`src/rtl/iot_pkg.sv`:
```
/* Shared widths, card addresses, timer prescale and bus codes for the I/O test
   subsystem. Each RTL file pulls these in by a wildcard import in its header. */

package iot_pkg;

   //////////////////////////////////////////////////////////////////////
   // Bus geometry
   //////////////////////////////////////////////////////////////////////

   localparam int IO_ADDR_W = 10;                         // I/O space address
   localparam int IO_DATA_W = 16;                         // Data bus width

   localparam logic [IO_DATA_W-1:0] BUS_IDLE_DATA = 16'hFFFF; // Unclaimed read

   //////////////////////////////////////////////////////////////////////
   // Card address map, top of the 3xx page
   //////////////////////////////////////////////////////////////////////

   localparam logic [IO_ADDR_W-1:0] CONST_BASE_ADDR = 10'h3F8; // First constant
   localparam int                   CONST_COUNT     = 5;       // 3F8-3FC
   localparam int                   CONST_IDX_W     = $clog2(CONST_COUNT);

   // Constant readback words, index 0 sits at CONST_BASE_ADDR
   localparam logic [0:CONST_COUNT-1][IO_DATA_W-1:0] CONST_WORDS = {
      16'h1234,
      16'h5678,
      16'h9ABC,
      16'hDEF0,
      16'h4321
   };

   localparam logic [IO_ADDR_W-1:0] MULT_A_ADDR = 10'h3FD; // Operand A, reads product
   localparam logic [IO_ADDR_W-1:0] MULT_B_ADDR = 10'h3FE; // Operand B, reads product
   localparam logic [IO_ADDR_W-1:0] TIMER_ADDR  = 10'h3FF; // Timer count

   // Clock cycles per timer tick, odd so it beats against test loops
   localparam int TIMER_PRESCALE = 7;
   localparam int TIMER_PRE_W    = $clog2(TIMER_PRESCALE);

   //////////////////////////////////////////////////////////////////////
   // Bus cycle codes
   //////////////////////////////////////////////////////////////////////

   typedef enum logic [1:0] {
      OP_IDLE  = 2'd0,    // No cycle on the bus
      OP_READ  = 2'd1,
      OP_WRITE = 2'd2
   } bus_op_e;

   typedef enum logic {
      OWNER_CPU   = 1'b0, // Processor port
      OWNER_PANEL = 1'b1  // Front panel port
   } owner_e;

endpackage

```
`src/rtl/io_bus_arbiter.sv`:
```
/* Round-robin arbiter between the processor and front panel ports. It drives the
   shared I/O bus for one cycle per grant and returns read data to the winner. */

module io_bus_arbiter import iot_pkg::*; (
   input  logic                 nw,           // Bus clock
   input  logic                 reset,
   // Processor port
   input  logic                 cpu_req,      // Held until cpu_gnt
   input  logic                 cpu_we,
   input  logic [IO_ADDR_W-1:0] cpu_addr,
   input  logic [IO_DATA_W-1:0] cpu_wdata,
   output logic                 cpu_gnt,      // One-cycle pulse
   output logic [IO_DATA_W-1:0] cpu_rdata,
   output logic                 cpu_rvalid,   // One cycle after the grant
   output logic                 cpu_skip,     // Qualified by cpu_rvalid
   // Front panel port
   input  logic                 panel_req,
   input  logic                 panel_we,
   input  logic [IO_ADDR_W-1:0] panel_addr,
   input  logic [IO_DATA_W-1:0] panel_wdata,
   output logic                 panel_gnt,
   output logic [IO_DATA_W-1:0] panel_rdata,
   output logic                 panel_rvalid,
   // Card responses that are combinational on the bus fields
   input  logic                 mult_hit,
   input  logic [IO_DATA_W-1:0] mult_rdata,
   input  logic                 mult_skip,
   input  logic                 timer_hit,
   input  logic [IO_DATA_W-1:0] timer_rdata,
   // Shared bus to the cards
   output bus_op_e              bus_op,       // OP_IDLE outside a grant cycle
   output logic [IO_ADDR_W-1:0] bus_addr,
   output logic [IO_DATA_W-1:0] bus_wdata
);

   owner_e               rr_ptr;        // Favored master on a tie
   owner_e               cyc_owner;     // Tag of the cycle on the bus
   logic                 cpu_ok;
   logic                 panel_ok;
   logic                 pick_cpu;
   logic                 pick_panel;
   logic                 rd_cyc;
   logic                 hit_any;
   logic [IO_DATA_W-1:0] merged_rdata;

   //////////////////////////////////////////////////////////////////////
   // Grant selection
   //////////////////////////////////////////////////////////////////////

   // A master granted last cycle still shows its request and is barred
   assign cpu_ok     = cpu_req && !cpu_gnt;
   assign panel_ok   = panel_req && !panel_gnt;
   assign pick_cpu   = cpu_ok && (!panel_ok || rr_ptr == OWNER_CPU);
   assign pick_panel = panel_ok && !pick_cpu;

   always_ff @(posedge nw) begin
      if (reset) begin
         cpu_gnt   <= 1'b0;
         panel_gnt <= 1'b0;
         bus_op    <= OP_IDLE;
         rr_ptr    <= OWNER_CPU;
         cyc_owner <= OWNER_CPU;
      end else begin
         cpu_gnt   <= pick_cpu;
         panel_gnt <= pick_panel;
         if (pick_cpu) begin
            bus_op    <= cpu_we ? OP_WRITE : OP_READ;
            cyc_owner <= OWNER_CPU;
            rr_ptr    <= OWNER_PANEL;                 // Panel wins next tie
         end else if (pick_panel) begin
            bus_op    <= panel_we ? OP_WRITE : OP_READ;
            cyc_owner <= OWNER_PANEL;
            rr_ptr    <= OWNER_CPU;
         end else begin
            bus_op    <= OP_IDLE;
         end
      end
   end

   // Address and data follow the winner and hold while idle
   always_ff @(posedge nw) begin
      if (pick_cpu) begin
         bus_addr  <= cpu_addr;
         bus_wdata <= cpu_wdata;
      end else if (pick_panel) begin
         bus_addr  <= panel_addr;
         bus_wdata <= panel_wdata;
      end
   end

   //////////////////////////////////////////////////////////////////////
   // Read return
   //////////////////////////////////////////////////////////////////////

   assign rd_cyc  = (bus_op == OP_READ);
   assign hit_any = mult_hit || timer_hit;

   // Wired-OR of the claiming cards or all ones when nobody answers
   assign merged_rdata = hit_any ?
                         (({IO_DATA_W{mult_hit}} & mult_rdata) |
                          ({IO_DATA_W{timer_hit}} & timer_rdata)) :
                         BUS_IDLE_DATA;

   always_ff @(posedge nw) begin
      if (reset) begin
         cpu_rvalid   <= 1'b0;
         panel_rvalid <= 1'b0;
         cpu_skip     <= 1'b0;
      end else begin
         cpu_rvalid   <= rd_cyc && cyc_owner == OWNER_CPU;
         panel_rvalid <= rd_cyc && cyc_owner == OWNER_PANEL;
         cpu_skip     <= rd_cyc && cyc_owner == OWNER_CPU && mult_skip; // No skip on panel
      end
   end

   always_ff @(posedge nw) begin
      if (rd_cyc && cyc_owner == OWNER_CPU) cpu_rdata <= merged_rdata;
      if (rd_cyc && cyc_owner == OWNER_PANEL) panel_rdata <= merged_rdata;
   end

   //////////////////////////////////////////////////////////////////////
   // Checks
   //////////////////////////////////////////////////////////////////////

   a_one_grant : assert property (@(posedge nw) disable iff (reset)
      !(cpu_gnt && panel_gnt));

   // Card decodes must not overlap
   a_one_card : assert property (@(posedge nw) disable iff (reset)
      !(mult_hit && timer_hit));

endmodule

```
`src/rtl/mult_card.sv`:
```
/* Multiplier and constant readback card at 3F8-3FE. Operands load on bus
   writes; reads return fixed words or the low half of the product. */

module mult_card import iot_pkg::*; (
   input  logic                 nw,
   input  logic                 reset,
   input  bus_op_e              bus_op,
   input  logic [IO_ADDR_W-1:0] bus_addr,
   input  logic [IO_DATA_W-1:0] bus_wdata,
   output logic                 mult_hit,    // Card claims this read
   output logic [IO_DATA_W-1:0] mult_rdata,
   output logic                 mult_skip    // Zero product on a 3FE read
);

   logic [IO_DATA_W-1:0]   op_a;             // Port 3FD
   logic [IO_DATA_W-1:0]   op_b;             // Port 3FE
   logic [IO_DATA_W-1:0]   product;          // Low half only
   logic [IO_ADDR_W-1:0]   offset;           // Distance from 3F8
   logic                   is_const;
   logic                   is_prod;
   logic [CONST_IDX_W-1:0] const_idx;

   //////////////////////////////////////////////////////////////////////
   // Operand ports
   //////////////////////////////////////////////////////////////////////

   always_ff @(posedge nw) begin
      if (reset) begin
         op_a <= '0;
         op_b <= '0;
      end else if (bus_op == OP_WRITE) begin
         if (bus_addr == MULT_A_ADDR) op_a <= bus_wdata;
         if (bus_addr == MULT_B_ADDR) op_b <= bus_wdata;
      end
   end

   assign product = op_a * op_b;             // Upper 16 bits dropped

   //////////////////////////////////////////////////////////////////////
   // Read decode
   //////////////////////////////////////////////////////////////////////

   assign offset    = bus_addr - CONST_BASE_ADDR;
   assign is_const  = (bus_addr >= CONST_BASE_ADDR) && (offset < IO_ADDR_W'(CONST_COUNT));
   assign is_prod   = (bus_addr == MULT_A_ADDR) || (bus_addr == MULT_B_ADDR);
   assign const_idx = offset[CONST_IDX_W-1:0];

   always_comb begin
      mult_hit   = 1'b0;
      mult_rdata = '0;
      if (bus_op == OP_READ) begin
         if (is_prod) begin
            mult_hit   = 1'b1;
            mult_rdata = product;            // Same value at both ports
         end else if (is_const) begin
            mult_hit   = 1'b1;
            mult_rdata = CONST_WORDS[const_idx];
         end
      end
   end

   // Skip the next instruction when the product read is zero
   assign mult_skip = (bus_op == OP_READ) && (bus_addr == MULT_B_ADDR) &&
                      (product == '0);

   //////////////////////////////////////////////////////////////////////
   // Checks
   //////////////////////////////////////////////////////////////////////

   a_skip_hit : assert property (@(posedge nw) disable iff (reset)
      mult_skip |-> mult_hit);

endmodule

```
`src/rtl/irq_timer_card.sv`:
```
/* Interval timer card at 3FF. A write loads the count and restarts the
   prescaler; the count falls once per tick and irq holds once it hits zero. */

module irq_timer_card import iot_pkg::*; (
   input  logic                 nw,
   input  logic                 reset,
   input  bus_op_e              bus_op,
   input  logic [IO_ADDR_W-1:0] bus_addr,
   input  logic [IO_DATA_W-1:0] bus_wdata,
   output logic                 timer_hit,
   output logic [IO_DATA_W-1:0] timer_rdata,
   output logic                 irq          // Level, cleared by a write
);

   logic [IO_DATA_W-1:0]   count;            // Ticks left before irq
   logic [TIMER_PRE_W-1:0] pre_cnt;          // Cycles into current tick
   logic                   armed;            // Set by the first write
   logic                   load;
   logic                   tick;

   assign load = (bus_op == OP_WRITE) && (bus_addr == TIMER_ADDR);
   assign tick = armed && (pre_cnt == TIMER_PRE_W'(TIMER_PRESCALE - 1));

   //////////////////////////////////////////////////////////////////////
   // Prescaler
   //////////////////////////////////////////////////////////////////////

   always_ff @(posedge nw) begin
      if (reset) begin
         pre_cnt <= '0;
         armed   <= 1'b0;
      end else if (load) begin
         pre_cnt <= '0;                      // Restart the tick phase
         armed   <= 1'b1;
      end else if (tick) begin
         pre_cnt <= '0;
      end else if (armed) begin
         pre_cnt <= pre_cnt + 1'b1;
      end
   end

   //////////////////////////////////////////////////////////////////////
   // Count and interrupt
   //////////////////////////////////////////////////////////////////////

   always_ff @(posedge nw) begin
      if (reset) begin
         count <= '0;
         irq   <= 1'b0;
      end else if (load) begin
         count <= bus_wdata;
         irq   <= 1'b0;                      // Acknowledge
      end else if (tick) begin
         if (count != '0) count <= count - 1'b1;
         else             irq   <= 1'b1;     // Sticky until next write
      end
   end

   // Count readback
   assign timer_hit   = (bus_op == OP_READ) && (bus_addr == TIMER_ADDR);
   assign timer_rdata = count;

   //////////////////////////////////////////////////////////////////////
   // Checks
   //////////////////////////////////////////////////////////////////////

   // The interrupt only rises on an expired count
   a_irq_zero : assert property (@(posedge nw) disable iff (reset)
      $rose(irq) |-> (count == '0));

endmodule

```
`src/rtl/io_card_top.sv`:
```
/* Debug I/O subsystem top. Processor and front panel ports share one bus
   through the arbiter, with the multiplier and timer cards hung on it. */

module io_card_top import iot_pkg::*; (
   input  logic                 nw,
   input  logic                 reset,
   // Processor port
   input  logic                 cpu_req,
   input  logic                 cpu_we,
   input  logic [IO_ADDR_W-1:0] cpu_addr,
   input  logic [IO_DATA_W-1:0] cpu_wdata,
   output logic                 cpu_gnt,
   output logic [IO_DATA_W-1:0] cpu_rdata,
   output logic                 cpu_rvalid,
   output logic                 cpu_skip,
   // Front panel port
   input  logic                 panel_req,
   input  logic                 panel_we,
   input  logic [IO_ADDR_W-1:0] panel_addr,
   input  logic [IO_DATA_W-1:0] panel_wdata,
   output logic                 panel_gnt,
   output logic [IO_DATA_W-1:0] panel_rdata,
   output logic                 panel_rvalid,
   // Timer interrupt level
   output logic                 irq
);

   bus_op_e              bus_op;        // Shared bus
   logic [IO_ADDR_W-1:0] bus_addr;
   logic [IO_DATA_W-1:0] bus_wdata;
   logic                 mult_hit;      // Card returns
   logic [IO_DATA_W-1:0] mult_rdata;
   logic                 mult_skip;
   logic                 timer_hit;
   logic [IO_DATA_W-1:0] timer_rdata;

   io_bus_arbiter u_arb (
      .nw           (nw),
      .reset        (reset),
      .cpu_req      (cpu_req),
      .cpu_we       (cpu_we),
      .cpu_addr     (cpu_addr),
      .cpu_wdata    (cpu_wdata),
      .cpu_gnt      (cpu_gnt),
      .cpu_rdata    (cpu_rdata),
      .cpu_rvalid   (cpu_rvalid),
      .cpu_skip     (cpu_skip),
      .panel_req    (panel_req),
      .panel_we     (panel_we),
      .panel_addr   (panel_addr),
      .panel_wdata  (panel_wdata),
      .panel_gnt    (panel_gnt),
      .panel_rdata  (panel_rdata),
      .panel_rvalid (panel_rvalid),
      .mult_hit     (mult_hit),
      .mult_rdata   (mult_rdata),
      .mult_skip    (mult_skip),
      .timer_hit    (timer_hit),
      .timer_rdata  (timer_rdata),
      .bus_op       (bus_op),
      .bus_addr     (bus_addr),
      .bus_wdata    (bus_wdata)
   );

   mult_card u_mult (
      .nw         (nw),
      .reset      (reset),
      .bus_op     (bus_op),
      .bus_addr   (bus_addr),
      .bus_wdata  (bus_wdata),
      .mult_hit   (mult_hit),
      .mult_rdata (mult_rdata),
      .mult_skip  (mult_skip)
   );

   irq_timer_card u_timer (
      .nw          (nw),
      .reset       (reset),
      .bus_op      (bus_op),
      .bus_addr    (bus_addr),
      .bus_wdata   (bus_wdata),
      .timer_hit   (timer_hit),
      .timer_rdata (timer_rdata),
      .irq         (irq)
   );

endmodule

```
`config.mk`:
```
export PLATFORM = sky130hd
export DESIGN_NAME = io_card_top
export DESIGN_NICKNAME = d
export VERILOG_FILES = /design/src/rtl/iot_pkg.sv /design/src/rtl/io_bus_arbiter.sv /design/src/rtl/mult_card.sv /design/src/rtl/irq_timer_card.sv /design/src/rtl/io_card_top.sv
export SDC_FILE = /design/constraint.sdc
export NUM_CORES = 1
export LEC_CHECK = 0
export ABC_AREA = 1
export BUFFER_PORTS_ARGS = -buffer_cell sky130_fd_sc_hd__buf_2
export CELL_PAD_IN_SITES_DETAIL_PLACEMENT = 2
export CELL_PAD_IN_SITES_GLOBAL_PLACEMENT = 2
export CORE_AREA = 2 2 171 157
export DETAILED_ROUTE_END_ITERATION = 10
export DIE_AREA = 0 0 173 159
export PLACE_DENSITY_LB_ADDON = 0.1
export SYNTH_ARGS = -nofsm -noshare
export SYNTH_HDL_FRONTEND = slang
export SYNTH_SLANG_ARGS = --single-unit
```
`constraint.sdc`:
```
create_clock -name nw -period 8.27 [get_ports nw]
set_clock_uncertainty 0.05 [all_clocks]
set_input_delay 1.654 -clock nw [delete_from_list [all_inputs] [get_ports nw]]
set_output_delay 1.654 -clock nw [all_outputs]
set_load 0.02 [all_outputs]
```
==> results of run 1 <==
[Yosys cell counts (2+ instances only)]
library cell / instances
o221ai_1: 3
nand2_2: 2
clkbuf_8: 2
edfxtp_1: 58
nor2_1: 103
nand3_2: 2
and3_1: 2
a211oi_1: 3
fa_1: 80
inv_1: 252
nand3_1: 42
o21ai_0: 47
nand2_1: 362
nor2_4: 4
nand4_1: 8
nor3_1: 9
a31oi_1: 7
nor4_1: 3
buf_2: 10
buf_6: 3
dfxtp_1: 62
inv_2: 4
o211ai_1: 9
a22oi_1: 4
buf_4: 2
clkinv_1: 2
clkbuf_1: 25
nand3b_1: 6
clkbuf_2: 2
a21oi_1: 27
xnor2_1: 4
xor2_1: 19
nor2_2: 4
ha_1: 58
[kinds of logic (layout without fill, tap and decap cells)]
kind of cell / count (synthesis) / after routing / synth area share, %
AOI/OAI and AO/OA: 107 / 107 / 6.54
and+or+nand+nor: 553 / 553 / 23.8
xor gates and xnor gates: 23 / 23 / 2.09
buffers and inverters: 303 / 394 / 12.5
adders and majority gates: 138 / 138 / 24.1
DFF: 120 / 120 / 30.9
[metal layers]
| metal | share of wire (%) | vias to the layer above | global-route usage (%) |
|---|---|---|---|
| li1 | - | 3957 | - |
| met4 | 0.51 | 0 | 3.70 |
| met2 | 48 | 115 | 40.7 |
| met5 | 0 | - | 0 |
| met1 | 49 | 4182 | 33.8 |
| met3 | 2.7 | 10 | 3.06 |
[worst min path at each step]
stage,end,slack (ns)
2_1_floorplan,u_arb.rr_ptr,0.39
3_5_place_dp,u_timer.irq,0.42
5_1_grt,u_arb.rr_ptr,0.46
6_report,u_timer.irq,0.43
3_3_place_gp,u_arb.rr_ptr,0.41
4_1_cts,u_timer.irq,0.43
[sequential cells by signal, summed over array words and instances (netlist names), 2 cells and up]
name and cells:
u_arb.bus_wdata 16, u_timer.pre_cnt 3, u_arb.bus_addr 10, u_arb.bus_op 2
u_mult.op_b 16, u_arb.cpu_rdata 16, u_timer.timer_rdata 16, u_mult.op_a 16
u_arb.panel_rdata 16
[cell type report]
class                   count  area share (%)
multi-input cells         821            49.7
flip-flops and latches    120            27.2
inverters                 258            8.82
repair buffers            104            4.95
clock buffers              19            4.23
well taps                 348            3.97
clock inverters            13            1.12
[per-stage QoR]
stage	util (%)	hold slack, ns	power (mW)	std cells	area (sq um)
2_1_floorplan	-	0.393	0.721	1244	9640
3_3_place_gp	40.5	0.409	0.765	1651	10400
3_5_place_dp	40.5	0.419	0.770	1651	10400
4_1_cts	42.8	0.428	1.52	1683	11000
5_1_grt	42.8	0.464	1.55	1683	11000
6_report	42.8	0.429	1.50	1683	11000
[worst max-delay path: stages, from the launching register on]
cell and delay [ns]:
dfxtp_1 0.71, nand2_1 0.16, fa_1 0.52, fa_1 0.54, inv_1 0.05, fa_1 0.49, fa_1 0.54, fa_1 0.51
inv_1 0.05, fa_1 0.48, inv_1 0.05, ha_1 0.37, inv_1 0.09, nor3_1 0.23, nand3_1 0.12, nand4_1 0.14
nand2_1 0.07, nand2_1 0.06, nand2_1 0.06, nand2_1 0.09, nand3_1 0.11, nand3_1 0.11, nand2_1 0.05, nand2_1 0.06
nand2_1 0.07
[power by group through the flow]
stage / combinational (mW) / clock, mW / sequential, mW
after floorplan: 0.0393 / 0 / 0.682
after global placement: 0.0787 / 0 / 0.687
after detailed placement: 0.0817 / 0 / 0.688
after CTS: 0.0829 / 0.758 / 0.675
after global routing: 0.0921 / 0.784 / 0.677
final: 0.0811 / 0.744 / 0.675
==> results_tabular.tex, run 1 <==
\begin{tabular}{lr}
\hline
Metric & Value \\
\hline
\multicolumn{2}{l}{\textbf{Outcome}} \\
Run status & finished, final reports clean \\
\multicolumn{2}{l}{\textbf{Setup path}} \\
R2r worst-path depth & 24 \\
Critical register-to-register path endpoint & u\_arb.panel\_rdata[15] \\
Critical path class & register to register \\
Timing endpoint of the critical path & u\_arb.panel\_rdata[15] \\
Critical register-to-register path startpoint & u\_mult.op\_b[1] \\
Kind of start point of the critical path & register \\
Required @ worst endpoint & 8.38 ns \\
Top fanout value on the critical path & 16 \\
CP Data Arrival Time & 6.17 ns \\
CP Capture Type & register \\
Register-to-register setup slack & 2.20 ns \\
Worst setup path startpoint & u\_mult.op\_b[1] \\
\multicolumn{2}{l}{\textbf{Clocking}} \\
Setup fix buffers added after clock tree synthesis & 0 \\
Post-CTS Hold Buffers & 0 \\
Maximum clock insertion buffer count & 2 \\
Worst-skew pair later-pin latency & 0.42 ns \\
Clock tree from TritonCTS & built \\
Number of buffers created by CTS & 17 \\
PostCTS Resize Cnt & 0 \\
Cell chosen for the clock root & clkbuf\_16 \\
H-tree levels & 4 \\
Clock-pin slew of the registers on the worst-case setup and hold paths & 0.06 ns \\
Total number of clock tree sinks & 120 \\
\multicolumn{2}{l}{\textbf{Logic synthesis}} \\
Synthesized netlist net count & 1,440 \\
Post-Synthesis Mean Instance Area & 7.75 sq um \\
Synthesized instance count & 1,244 \\
Area share of the largest cell type after synthesis & 18.1\% \\
Sequential-to-total area share from yosys stat & 30.9\% \\
Count of synthesis-stage warnings from yosys & 0 \\
Leading area contributor after synthesis & edfxtp\_1 \\
Asr flop ratio synth & 0\% \\
Primary flip-flop cell chosen by synthesis mapping & dfxtp\_1 \\
Total standard cell area after synthesis & 0.00964 sq mm \\
Area contributors post-synth & edfxtp\_1, fa\_1, nand2\_1, dfxtp\_1, inv\_1 \\
Number of distinct library cell variants in the gate-level netlist after synthesis & 48 \\
Number of synthesized register bits & 120 \\
Count of flip-flops with a built-in enable after synthesis & 58 \\
\multicolumn{2}{l}{\textbf{Global routing}} \\
Global-route congestion overflow total & 0 \\
Initial antenna violation count & 0 \\
First-pass GRT wire length & 51.9 mm \\
Total routing usage reported by global routing & 24.1\% \\
Number of global-route vias before repair & 9,207 \\
Maximum number of pins on one net before global-route repair & 41 \\
\multicolumn{2}{l}{\textbf{Place}} \\
Gp weighted congestion & 0.800 \\
Detail Placement HPWL & 25.3 mm \\
Quantity of I/O buffers inserted on ports & 95 \\
Pre-CTS setup slack & 2.28 ns \\
\multicolumn{2}{l}{\textbf{Finish}} \\
Total number of nets in the final design & 1,518 \\
Area occupied by multi-input gates & 0.00546 sq mm \\
Post-synthesis to final-layout area growth & 13.8\% \\
Fill count & 3,006 \\
Most used cells in the layout excluding fill and tap cells & nand2\_1, inv\_1, nor2\_1 \\
Commonest non-fill, non-tap cell in the layout & nand2\_1 \\
FF+latch area & 0.00298 sq mm \\
Fraction of final layout cells with drive strength greater than 1 & 12.1\% \\
Count of antenna diodes in the layout & 0 \\
\multicolumn{2}{l}{\textbf{Drt}} \\
Detailed Route WL & 32.2 mm \\
Remaining routing DRC violations & 0 \\
Post-detailed-route count of antenna-violating nets & 0 \\
Number of optimization iterations in the first detailed-route pass & 5 \\
Average routed wire per standard cell & 19.2 um \\
Violation count after the first detailed-route iteration & 282 \\
Via-per-instance ratio & 4.91 \\
Vias after detailed routing & 8,264 \\
\multicolumn{2}{l}{\textbf{Timing}} \\
Sum of negative setup slack & 0 ns \\
Worst setup slack after layout & 2.20 ns \\
Achievable frequency & 165 MHz \\
Count of final setup violators & 0 \\
Tightest Pin Transition & 1.13 ns \\
Count of pins over their slew limit & 0 \\
Final min period & 6.07 ns \\
RSZ-0062 raised after global routing & no \\
Slew headroom & 24.6\% \\
Final number of hold-violating endpoints & 0 \\
Period utilisation layout & 73.4\% \\
\multicolumn{2}{l}{\textbf{Flow run}} \\
Max-Cap Viols & 0 \\
\multicolumn{2}{l}{\textbf{Power and ir drop}} \\
Seq pwr share & 45.0\% \\
Pint & 1.10 mW \\
Total net switching power & 0.399 mW \\
PwrDens & 137 mW/mm\^{}2 \\
Share of total power consumed by net switching & 26.6\% \\
Static leakage & 5.77 nW \\
Clock share of power & 49.6\% \\
Max rail drop VDD & 123 uV \\
Fraction of power consumed by combinational cells & 5.4\% \\
\multicolumn{2}{l}{\textbf{Floorplan}} \\
Area of the core & 0.0256 sq mm \\
X dimension of the die & 173 um \\
Initial core utilization & 37.6\% \\
Die ar. & 0.0275 sq mm \\
Count of standard-cell rows & 56 \\
Number of primary I/O pins & 96 \\
Height of the chip & 159 um \\
\multicolumn{2}{l}{\textbf{Worst hold path}} \\
Launch point of the worst hold path & u\_timer.irq \\
Worst Hold Class & register to register \\
Hold Path Stages & 2 \\
\hline
\end{tabular}
(Power assumes the default switching activity.)
==> run 2: changes to the inputs <==
Settings changed: CORE_AREA 2 2 171 157 to 2 2 186 170, DIE_AREA 0 0 173 159 to 0 0 188 172.
Clock period 8.27 ns to 4.9 ns, I/O delays scaled along.
==> run 2 against run 1 <==
  * The flow now finishes with violations (negative setup slack)
  * First-iteration DRC count grew 5.3%
  * Cell count grew 9.7%
  * Sequential share of layout area shrank 3.1 points
  * Sequential power grew 69%
  * Cell area grew 15%
  * Sequential cell count is the same
  * Clock-buffer cell count shrank 2
  * Fmax grew 11%
  * Critical path type unchanged
==> results_tabular.tex, run 2 (synthesis results as in run 1) <==
\begin{tabular}{lr}
\hline
Metric & Value \\
\hline
\multicolumn{2}{l}{\textbf{Outcome}} \\
Run status & finished with violations (was finished, final reports clean) \\
Violations in the final reports & negative setup slack \\
\multicolumn{2}{l}{\textbf{Global routing}} \\
Total routing usage reported by global routing & 23.3\% (was 24.1\%) \\
Number of global-route vias before repair & 9,728 (was 9,207) \\
Maximum number of pins on one net before global-route repair & 40 (was 41) \\
First-pass GRT wire length & 56.5 mm (was 51.9 mm) \\
Global-route congestion overflow total & 0 (unchanged) \\
Initial antenna violation count & 0 (unchanged) \\
\multicolumn{2}{l}{\textbf{Worst hold path}} \\
Worst Hold Class & register to register (unchanged) \\
End point of the worst hold path & u\_timer.irq (unchanged) \\
Hold Path Stages & 2 (unchanged) \\
Launch point of the worst hold path & u\_timer.irq (unchanged) \\
\multicolumn{2}{l}{\textbf{Clocking}} \\
Cell chosen for the clock root & clkbuf\_16 (unchanged) \\
Maximum clock insertion buffer count & 2 (unchanged) \\
Total number of clock tree sinks & 120 (unchanged) \\
Clock-pin slew of the registers on the worst-case setup and hold paths & 0.07 ns (was 0.06 ns) \\
Worst-skew pair later-pin latency & 0.44 ns (was 0.42 ns) \\
Clock tree from TritonCTS & built (unchanged) \\
Number of buffers created by CTS & 17 (unchanged) \\
H-tree levels & 4 (unchanged) \\
Post-CTS Hold Buffers & 0 (unchanged) \\
\multicolumn{2}{l}{\textbf{Timing}} \\
Final number of hold-violating endpoints & 0 (unchanged) \\
Count of pins over their slew limit & 0 (unchanged) \\
RSZ-0062 raised after global routing & yes (was no) \\
Tightest Pin Transition & 1.05 ns (was 1.13 ns) \\
Worst setup slack after layout & -0.548 ns (was 2.20 ns) \\
Final min period & 5.45 ns (was 6.07 ns) \\
Slew headroom & 29.8\% (was 24.6\%) \\
Period utilisation layout & 111\% (was 73.4\%) \\
Achievable frequency & 184 MHz (was 165 MHz) \\
Count of final setup violators & 15 (was 0) \\
Sum of negative setup slack & -5.90 ns (was 0 ns) \\
\multicolumn{2}{l}{\textbf{Setup path}} \\
Required @ worst endpoint & 4.99 ns (was 8.38 ns) \\
Critical path class & register to register (unchanged) \\
Kind of start point of the critical path & register (unchanged) \\
Critical register-to-register path startpoint & u\_mult.op\_b[1] (unchanged) \\
Top fanout value on the critical path & 6 (was 16) \\
Crit-path max cell delay & 0.58 ns (was 0.71 ns) \\
CP Capture Type & register (unchanged) \\
Crit path cell chain & buf\_12, nand2\_2, fa\_1, fa\_2, fa\_2, fa\_1, inv\_2, fa\_1, inv\_1, fa\_1, inv\_2, ha\_4, inv\_4, o21ai\_2, nand3\_1, nand4\_1, xnor2\_2, o22ai\_1, nand2\_1, o211ai\_1 (was nand2\_1, fa\_1, fa\_1, inv\_1, fa\_1, fa\_1, fa\_1, inv\_1, fa\_1, inv\_1, ha\_1, inv\_1, nor3\_1, nand3\_1, nand4\_1, nand2\_1, nand2\_1, nand2\_1, nand2\_1, nand3\_1, nand3\_1, nand2\_1, nand2\_1, nand2\_1) \\
Register-to-register setup slack & -0.55 ns (was 2.20 ns) \\
Slowest library cell on the worst path & fa\_1 (was dfxtp\_1) \\
R2r worst-path depth & 20 (was 24) \\
CP Data Arrival Time & 5.53 ns (was 6.17 ns) \\
Most used cell, CP & fa\_1 (was nand2\_1) \\
Critical register-to-register path endpoint & u\_arb.panel\_rdata[14] (was u\_arb.panel\_rdata[15]) \\
\multicolumn{2}{l}{\textbf{Drt}} \\
Detail Route met2 WL & 17.8 mm (was 15.5 mm) \\
Wire length on met3 & 1.32 mm (was 865 um) \\
Remaining routing DRC violations & 0 (unchanged) \\
Post-detailed-route count of antenna-violating nets & 0 (unchanged) \\
Routed metal-1 wire length & 17.3 mm (was 15.7 mm) \\
Detailed Route WL & 37.2 mm (was 32.2 mm) \\
Violation count after the first detailed-route iteration & 297 (was 282) \\
Number of optimization iterations in the first detailed-route pass & 5 (unchanged) \\
Via-per-instance ratio & 4.76 (was 4.91) \\
Vias after detailed routing & 8,789 (was 8,264) \\
Average routed wire per standard cell & 20.1 um (was 19.2 um) \\
Max layer used & met4 (unchanged) \\
\multicolumn{2}{l}{\textbf{Finish}} \\
Count of antenna diodes in the layout & 0 (unchanged) \\
Post-synthesis to final-layout area growth & 31.4\% (was 13.8\%) \\
Commonest non-fill, non-tap cell in the layout & nand2\_1 (unchanged) \\
Fraction of final layout cells with drive strength greater than 1 & 28.9\% (was 12.1\%) \\
FF+latch area & 0.00305 sq mm (was 0.00298 sq mm) \\
Utilization after layout & 41.6\% (was 42.8\%) \\
Total number of nets in the final design & 1,621 (was 1,518) \\
Most used cells in the layout excluding fill and tap cells & nand2\_1, inv\_1, nor2\_1 (unchanged) \\
Area occupied by multi-input gates & 0.00605 sq mm (was 0.00546 sq mm) \\
Fill count & 3,457 (was 3,006) \\
Final std cell area, no fill & 0.0127 sq mm (was 0.0110 sq mm) \\
\multicolumn{2}{l}{\textbf{Place}} \\
Pre-CTS setup slack & -0.684 ns (was 2.28 ns) \\
Cell Area, Placed & 0.0111 sq mm (was 0.0104 sq mm) \\
Quantity of I/O buffers inserted on ports & 95 (unchanged) \\
Detail Placement HPWL & 27.9 mm (was 25.3 mm) \\
Gp weighted congestion & 0.826 (was 0.800) \\
\multicolumn{2}{l}{\textbf{Floorplan}} \\
Height of the chip & 172 um (was 159 um) \\
Number of primary I/O pins & 96 (unchanged) \\
Die ar. & 0.0323 sq mm (was 0.0275 sq mm) \\
Area of the core & 0.0305 sq mm (was 0.0256 sq mm) \\
Count of standard-cell rows & 61 (was 56) \\
X dimension of the die & 188 um (was 173 um) \\
Initial core utilization & 31.7\% (was 37.6\%) \\
\multicolumn{2}{l}{\textbf{Power and ir drop}} \\
PwrDens & 207 mW/mm\^{}2 (was 137 mW/mm\^{}2) \\
Static leakage & 6.54 nW (was 5.77 nW) \\
Max rail drop VDD & 231 uV (was 123 uV) \\
Seq pwr share & 43.3\% (was 45.0\%) \\
Fraction of power consumed by combinational cells & 5.3\% (was 5.4\%) \\
Design Power & 2.63 mW (was 1.50 mW) \\
Total net switching power & 0.718 mW (was 0.399 mW) \\
Share of total power consumed by net switching & 27.4\% (was 26.6\%) \\
Clock share of power & 51.5\% (was 49.6\%) \\
Pint & 1.91 mW (was 1.10 mW) \\
\multicolumn{2}{l}{\textbf{Flow run}} \\
Max-Cap Viols & 0 (unchanged) \\
\hline
\end{tabular}
[run 2: per-stage QoR]
step                      hold slack, ns  instances
after floorplan                    0.393       1244
after global placement             0.407       1783
after detailed placement           0.432       1783
after CTS                          0.447       1837
after global routing               0.461       1847
final                              0.438       1847
[run 2: worst max path at each step]
stage          slack [ns]            from                     to  depth (start not counted)
6_report            -0.55  u_mult.op_b[1]  u_arb.panel_rdata[14]                         20
5_1_grt             -0.73  u_mult.op_b[6]  u_arb.panel_rdata[14]                         23
4_1_cts             -0.49  u_mult.op_b[6]    u_arb.cpu_rdata[15]                         28
3_5_place_dp        -0.68  u_mult.op_b[5]  u_arb.panel_rdata[15]                         28
3_3_place_gp        -0.50  u_mult.op_b[5]    u_arb.cpu_rdata[14]                         22
2_1_floorplan       -0.19  u_mult.op_b[4]    u_arb.cpu_rdata[15]                         27
[run 2: worst max-delay path, delay by kind of cell, from the launching register on]
| family | cells | cell delay, ns |
|---|---|---|
| flip-flops | 1 | 0.37 |
| AND/OR/NAND/NOR | 4 | 0.43 |
| XOR/XNOR | 1 | 0.15 |
| buffers and inverters | 5 | 0.33 |
| AO/OA/AOI/OAI | 3 | 0.50 |
| adder cells (fa/ha/maj) | 7 | 3.30 |
[run 2: final cells by class]
type                    instances  share of cell area (%)
repair buffers                207                    11.7
well taps                     409                    4.04
inverters                     258                    7.70
clock inverters                15                    1.42
clock buffers                  17                    3.36
multi-input cells             821                    47.8
flip-flops and latches        120                    24.0
[run 2: routing by layer]
| metal | track usage, % | vias to the layer above |
|---|---|---|
| met1 | 30.9 | 4402 |
| met3 | 3.84 | 46 |
| met2 | 39.3 | 171 |
| li1 | - | 4170 |
| met4 | 6.47 | 0 |
| met5 | 0 | - |
[run 2: what timing repair did]
action	in CTS	in global routing
endpoints found under the setup margin	21	21
gates resized for setup	122	90
cloned	0	0
pin swaps	66	39
buffers inserted	22	16
[run 2: power groups by stage]
stage,sequential [mW],clock [mW],combinational [mW]
3_5_place_dp,1.17,0,0.141
5_1_grt,1.14,1.42,0.157
6_report,1.14,1.35,0.138
4_1_cts,1.14,1.38,0.142
2_1_floorplan,1.15,0,0.0663
3_3_place_gp,1.16,0,0.136
==> run 3: changes to the inputs <==
Settings changed: RECOVER_POWER set to 50.
==> run 3 against run 2 <==
  * The flow finishes with violations (max-capacitance violations, max-slew violations, negative setup slack)
  * Clock-buffer cell count unchanged
  * Global-route usage did not move
  * Non-clock buffer count is the same
  * Via count did not move
  * Sequential power barely moved
  * Register-to-register slack barely moved
  * Wire length rose by 0.21%
  * Total power down 0.13%
==> results_tabular.tex, run 3 (synthesis results as in run 1) <==
\begin{tabular}{lr}
\hline
Metric & Value \\
\hline
\multicolumn{2}{l}{\textbf{Power and ir drop}} \\
Pint & 1.90 mW (was 1.91 mW) \\
PwrDens & 209 mW/mm\^{}2 (was 207 mW/mm\^{}2) \\
Max rail drop VDD & 231 uV (about the same) \\
Fraction of power consumed by combinational cells & 5.1\% (was 5.3\%) \\
Design Power & 2.62 mW (was 2.63 mW) \\
Share of total power consumed by net switching & 27.4\% (about the same) \\
Static leakage & 6.37 nW (was 6.54 nW) \\
Seq pwr share & 43.3\% (about the same) \\
Clock share of power & 51.5\% (about the same) \\
Total net switching power & 0.718 mW (about the same) \\
\multicolumn{2}{l}{\textbf{Timing}} \\
Sum of negative setup slack & -5.98 ns (was -5.90 ns) \\
Final number of hold-violating endpoints & 0 (unchanged) \\
Count of final setup violators & 15 (unchanged) \\
Slew headroom & -32.5\% (was 29.8\%) \\
Count of pins over their slew limit & 40 (was 0) \\
Tightest Pin Transition & 1.99 ns (was 1.05 ns) \\
Achievable frequency & 184 MHz (about the same) \\
RSZ-0062 raised after global routing & yes (unchanged) \\
Period utilisation layout & 111\% (about the same) \\
Worst setup slack after layout & -0.546 ns (was -0.548 ns) \\
Final min period & 5.45 ns (about the same) \\
\multicolumn{2}{l}{\textbf{Global routing}} \\
Global Route met1 Usage & 30.9\% (unchanged) \\
Initial antenna violation count & 0 (unchanged) \\
Total routing usage reported by global routing & 23.3\% (unchanged) \\
Global Route met2 Usage & 39.3\% (unchanged) \\
Global-route congestion overflow total & 0 (unchanged) \\
Most utilized layer in the global route result & met2 (unchanged) \\
Met3 GRT Util & 3.84\% (unchanged) \\
Maximum number of pins on one net before global-route repair & 40 (unchanged) \\
First-pass GRT wire length & 56.5 mm (unchanged) \\
Number of global-route vias before repair & 9,728 (unchanged) \\
\multicolumn{2}{l}{\textbf{Finish}} \\
Post-synthesis to final-layout area growth & 30.4\% (was 31.4\%) \\
Commonest non-fill, non-tap cell in the layout & nand2\_1 (unchanged) \\
Total number of nets in the final design & 1,621 (unchanged) \\
Fraction of final layout cells with drive strength greater than 1 & 25.5\% (was 28.9\%) \\
Fill count & 3,481 (was 3,457) \\
Most used cells in the layout excluding fill and tap cells & nand2\_1, inv\_1, nor2\_1 (unchanged) \\
Count of antenna diodes in the layout & 0 (unchanged) \\
\multicolumn{2}{l}{\textbf{Setup path}} \\
CP Capture Type & register (unchanged) \\
Register-to-register setup slack & -0.55 ns (about the same) \\
Critical register-to-register path startpoint & u\_mult.op\_b[6] (was u\_mult.op\_b[1]) \\
Kind of start point of the critical path & register (unchanged) \\
Buffers \& Inverters on Critical Path & 7 (was 5) \\
Slowest library cell on the worst path & fa\_1 (unchanged) \\
CP Data Arrival Time & 5.54 ns (was 5.53 ns) \\
R2r worst-path depth & 22 (was 20) \\
Crit-path max cell delay & 0.54 ns (was 0.58 ns) \\
Top fanout value on the critical path & 5 (was 6) \\
Required @ worst endpoint & 4.99 ns (about the same) \\
Family of cells with the greatest summed delay on the critical path & adder cells (unchanged) \\
Crit path cell chain & buf\_12, nand2\_4, inv\_2, fa\_1, inv\_2, fa\_2, fa\_2, fa\_1, inv\_2, fa\_1, inv\_1, fa\_1, inv\_2, ha\_4, inv\_4, o21ai\_2, nand3\_1, nand4\_1, xnor2\_2, o22ai\_1, nand2\_1, o211ai\_1 (was buf\_12, nand2\_2, fa\_1, fa\_2, fa\_2, fa\_1, inv\_2, fa\_1, inv\_1, fa\_1, inv\_2, ha\_4, inv\_4, o21ai\_2, nand3\_1, nand4\_1, xnor2\_2, o22ai\_1, nand2\_1, o211ai\_1) \\
Worst setup path startpoint & u\_mult.op\_b[6] (was u\_mult.op\_b[1]) \\
Critical register-to-register path endpoint & u\_arb.panel\_rdata[14] (unchanged) \\
Critical path class & register to register (unchanged) \\
\multicolumn{2}{l}{\textbf{Floorplan}} \\
X dimension of the die & 188 um (unchanged) \\
Area of the core & 0.0305 sq mm (unchanged) \\
Number of primary I/O pins & 96 (unchanged) \\
Die ar. & 0.0323 sq mm (unchanged) \\
Initial core utilization & 31.7\% (unchanged) \\
Height of the chip & 172 um (unchanged) \\
Count of standard-cell rows & 61 (unchanged) \\
\multicolumn{2}{l}{\textbf{Place}} \\
Quantity of I/O buffers inserted on ports & 95 (unchanged) \\
Gp weighted congestion & 0.826 (unchanged) \\
Detail Placement HPWL & 27.9 mm (unchanged) \\
Pre-CTS setup slack & -0.684 ns (unchanged) \\
\multicolumn{2}{l}{\textbf{Drt}} \\
Post-detailed-route count of antenna-violating nets & 0 (unchanged) \\
Via-per-instance ratio & 4.76 (unchanged) \\
Number of optimization iterations in the first detailed-route pass & 5 (unchanged) \\
Remaining routing DRC violations & 0 (unchanged) \\
Detailed Route WL & 37.3 mm (was 37.2 mm) \\
Average routed wire per standard cell & 20.2 um (was 20.1 um) \\
Vias after detailed routing & 8,789 (unchanged) \\
Violation count after the first detailed-route iteration & 302 (was 297) \\
\multicolumn{2}{l}{\textbf{Clocking}} \\
Post-CTS Hold Buffers & 0 (unchanged) \\
Maximum clock insertion buffer count & 2 (unchanged) \\
Clock-pin slew of the registers on the worst-case setup and hold paths & 0.07 ns (about the same) \\
Clock tree from TritonCTS & built (unchanged) \\
Cell chosen for the clock root & clkbuf\_16 (unchanged) \\
Number of buffers created by CTS & 17 (unchanged) \\
Total number of clock tree sinks & 120 (unchanged) \\
Worst-skew pair later-pin latency & 0.44 ns (about the same) \\
H-tree levels & 4 (unchanged) \\
\multicolumn{2}{l}{\textbf{Outcome}} \\
Run status & finished with violations (unchanged) \\
Violations in the final reports & max-capacitance violations, max-slew violations, negative setup slack (was negative setup slack) \\
\multicolumn{2}{l}{\textbf{Worst hold path}} \\
Launch point of the worst hold path & u\_timer.irq (unchanged) \\
Worst Hold Class & register to register (unchanged) \\
Hold Path Stages & 2 (unchanged) \\
End point of the worst hold path & u\_timer.irq (unchanged) \\
\multicolumn{2}{l}{\textbf{Flow run}} \\
Max-Cap Viols & 1 (was 0) \\
\hline
\end{tabular}
[run 3: cell count changes in the layout (fill, tap and decap cells not counted), sizes merged]
cell	before	now
buf	207	164
clkbuf	17	60
[run 3: worst max-delay path by stage]
stage                                        to  cells after the start
after detailed placement  u_arb.panel_rdata[15]                     28
after global placement      u_arb.cpu_rdata[14]                     22
final                     u_arb.panel_rdata[14]                     22
after global routing      u_arb.panel_rdata[14]                     23
after floorplan             u_arb.cpu_rdata[15]                     27
after CTS                   u_arb.cpu_rdata[15]                     28
[run 3: repair_timing]
item,in CTS,in global routing
endpoints found under the setup margin,21,21
pin swaps,66,39
endpoints found under the hold margin,0,0
buffers inserted,22,16
gates resized for setup,122,90
[run 3: power by group through the flow]
stage / combinational [mW] / sequential, mW / clock (mW)
global route: 0.153 / 1.14 / 1.42
floorplan: 0.0663 / 1.15 / 0
CTS: 0.142 / 1.14 / 1.38
global placement: 0.136 / 1.16 / 0
detailed placement: 0.141 / 1.17 / 0
finish: 0.135 / 1.14 / 1.35
[run 3: worst min-delay path, stage by stage (launching register included)]
cell      delay [ns]
dfxtp_1         0.32
inv_1           0.06
a211oi_1        0.06
[run 3: area by class of cell]
type | count | area, sq um | share of cell area [%]
Inverter | 258 | 976 | 7.76
Tap cell | 409 | 512 | 4.07
Sequential cell | 120 | 3050 | 24.2
Clock buffer | 17 | 425 | 3.38
Multi-Input combinational cell | 821 | 6020 | 47.9
Timing Repair Buffer | 207 | 1420 | 11.3
Clock inverter | 15 | 180 | 1.43
[run 3: routing by layer]
layer,wire length (um),vias up
li1,-,4167
met1,17300,4404
met2,17800,173
met3,1410,45
met4,766,0
met5,0,-
[run 3: through the flow]
stage / instance area (sq um) / hold WS, ns / util, % / std cells
after floorplan: 9860 / 0.393 / - / 1244
after global placement: 11100 / 0.407 / 36.6 / 1783
after detailed placement: 11100 / 0.432 / 36.6 / 1783
after CTS: 12300 / 0.447 / 40.4 / 1837
after global routing: 12600 / 0.464 / 41.3 / 1847
final: 12600 / 0.441 / 41.3 / 1847
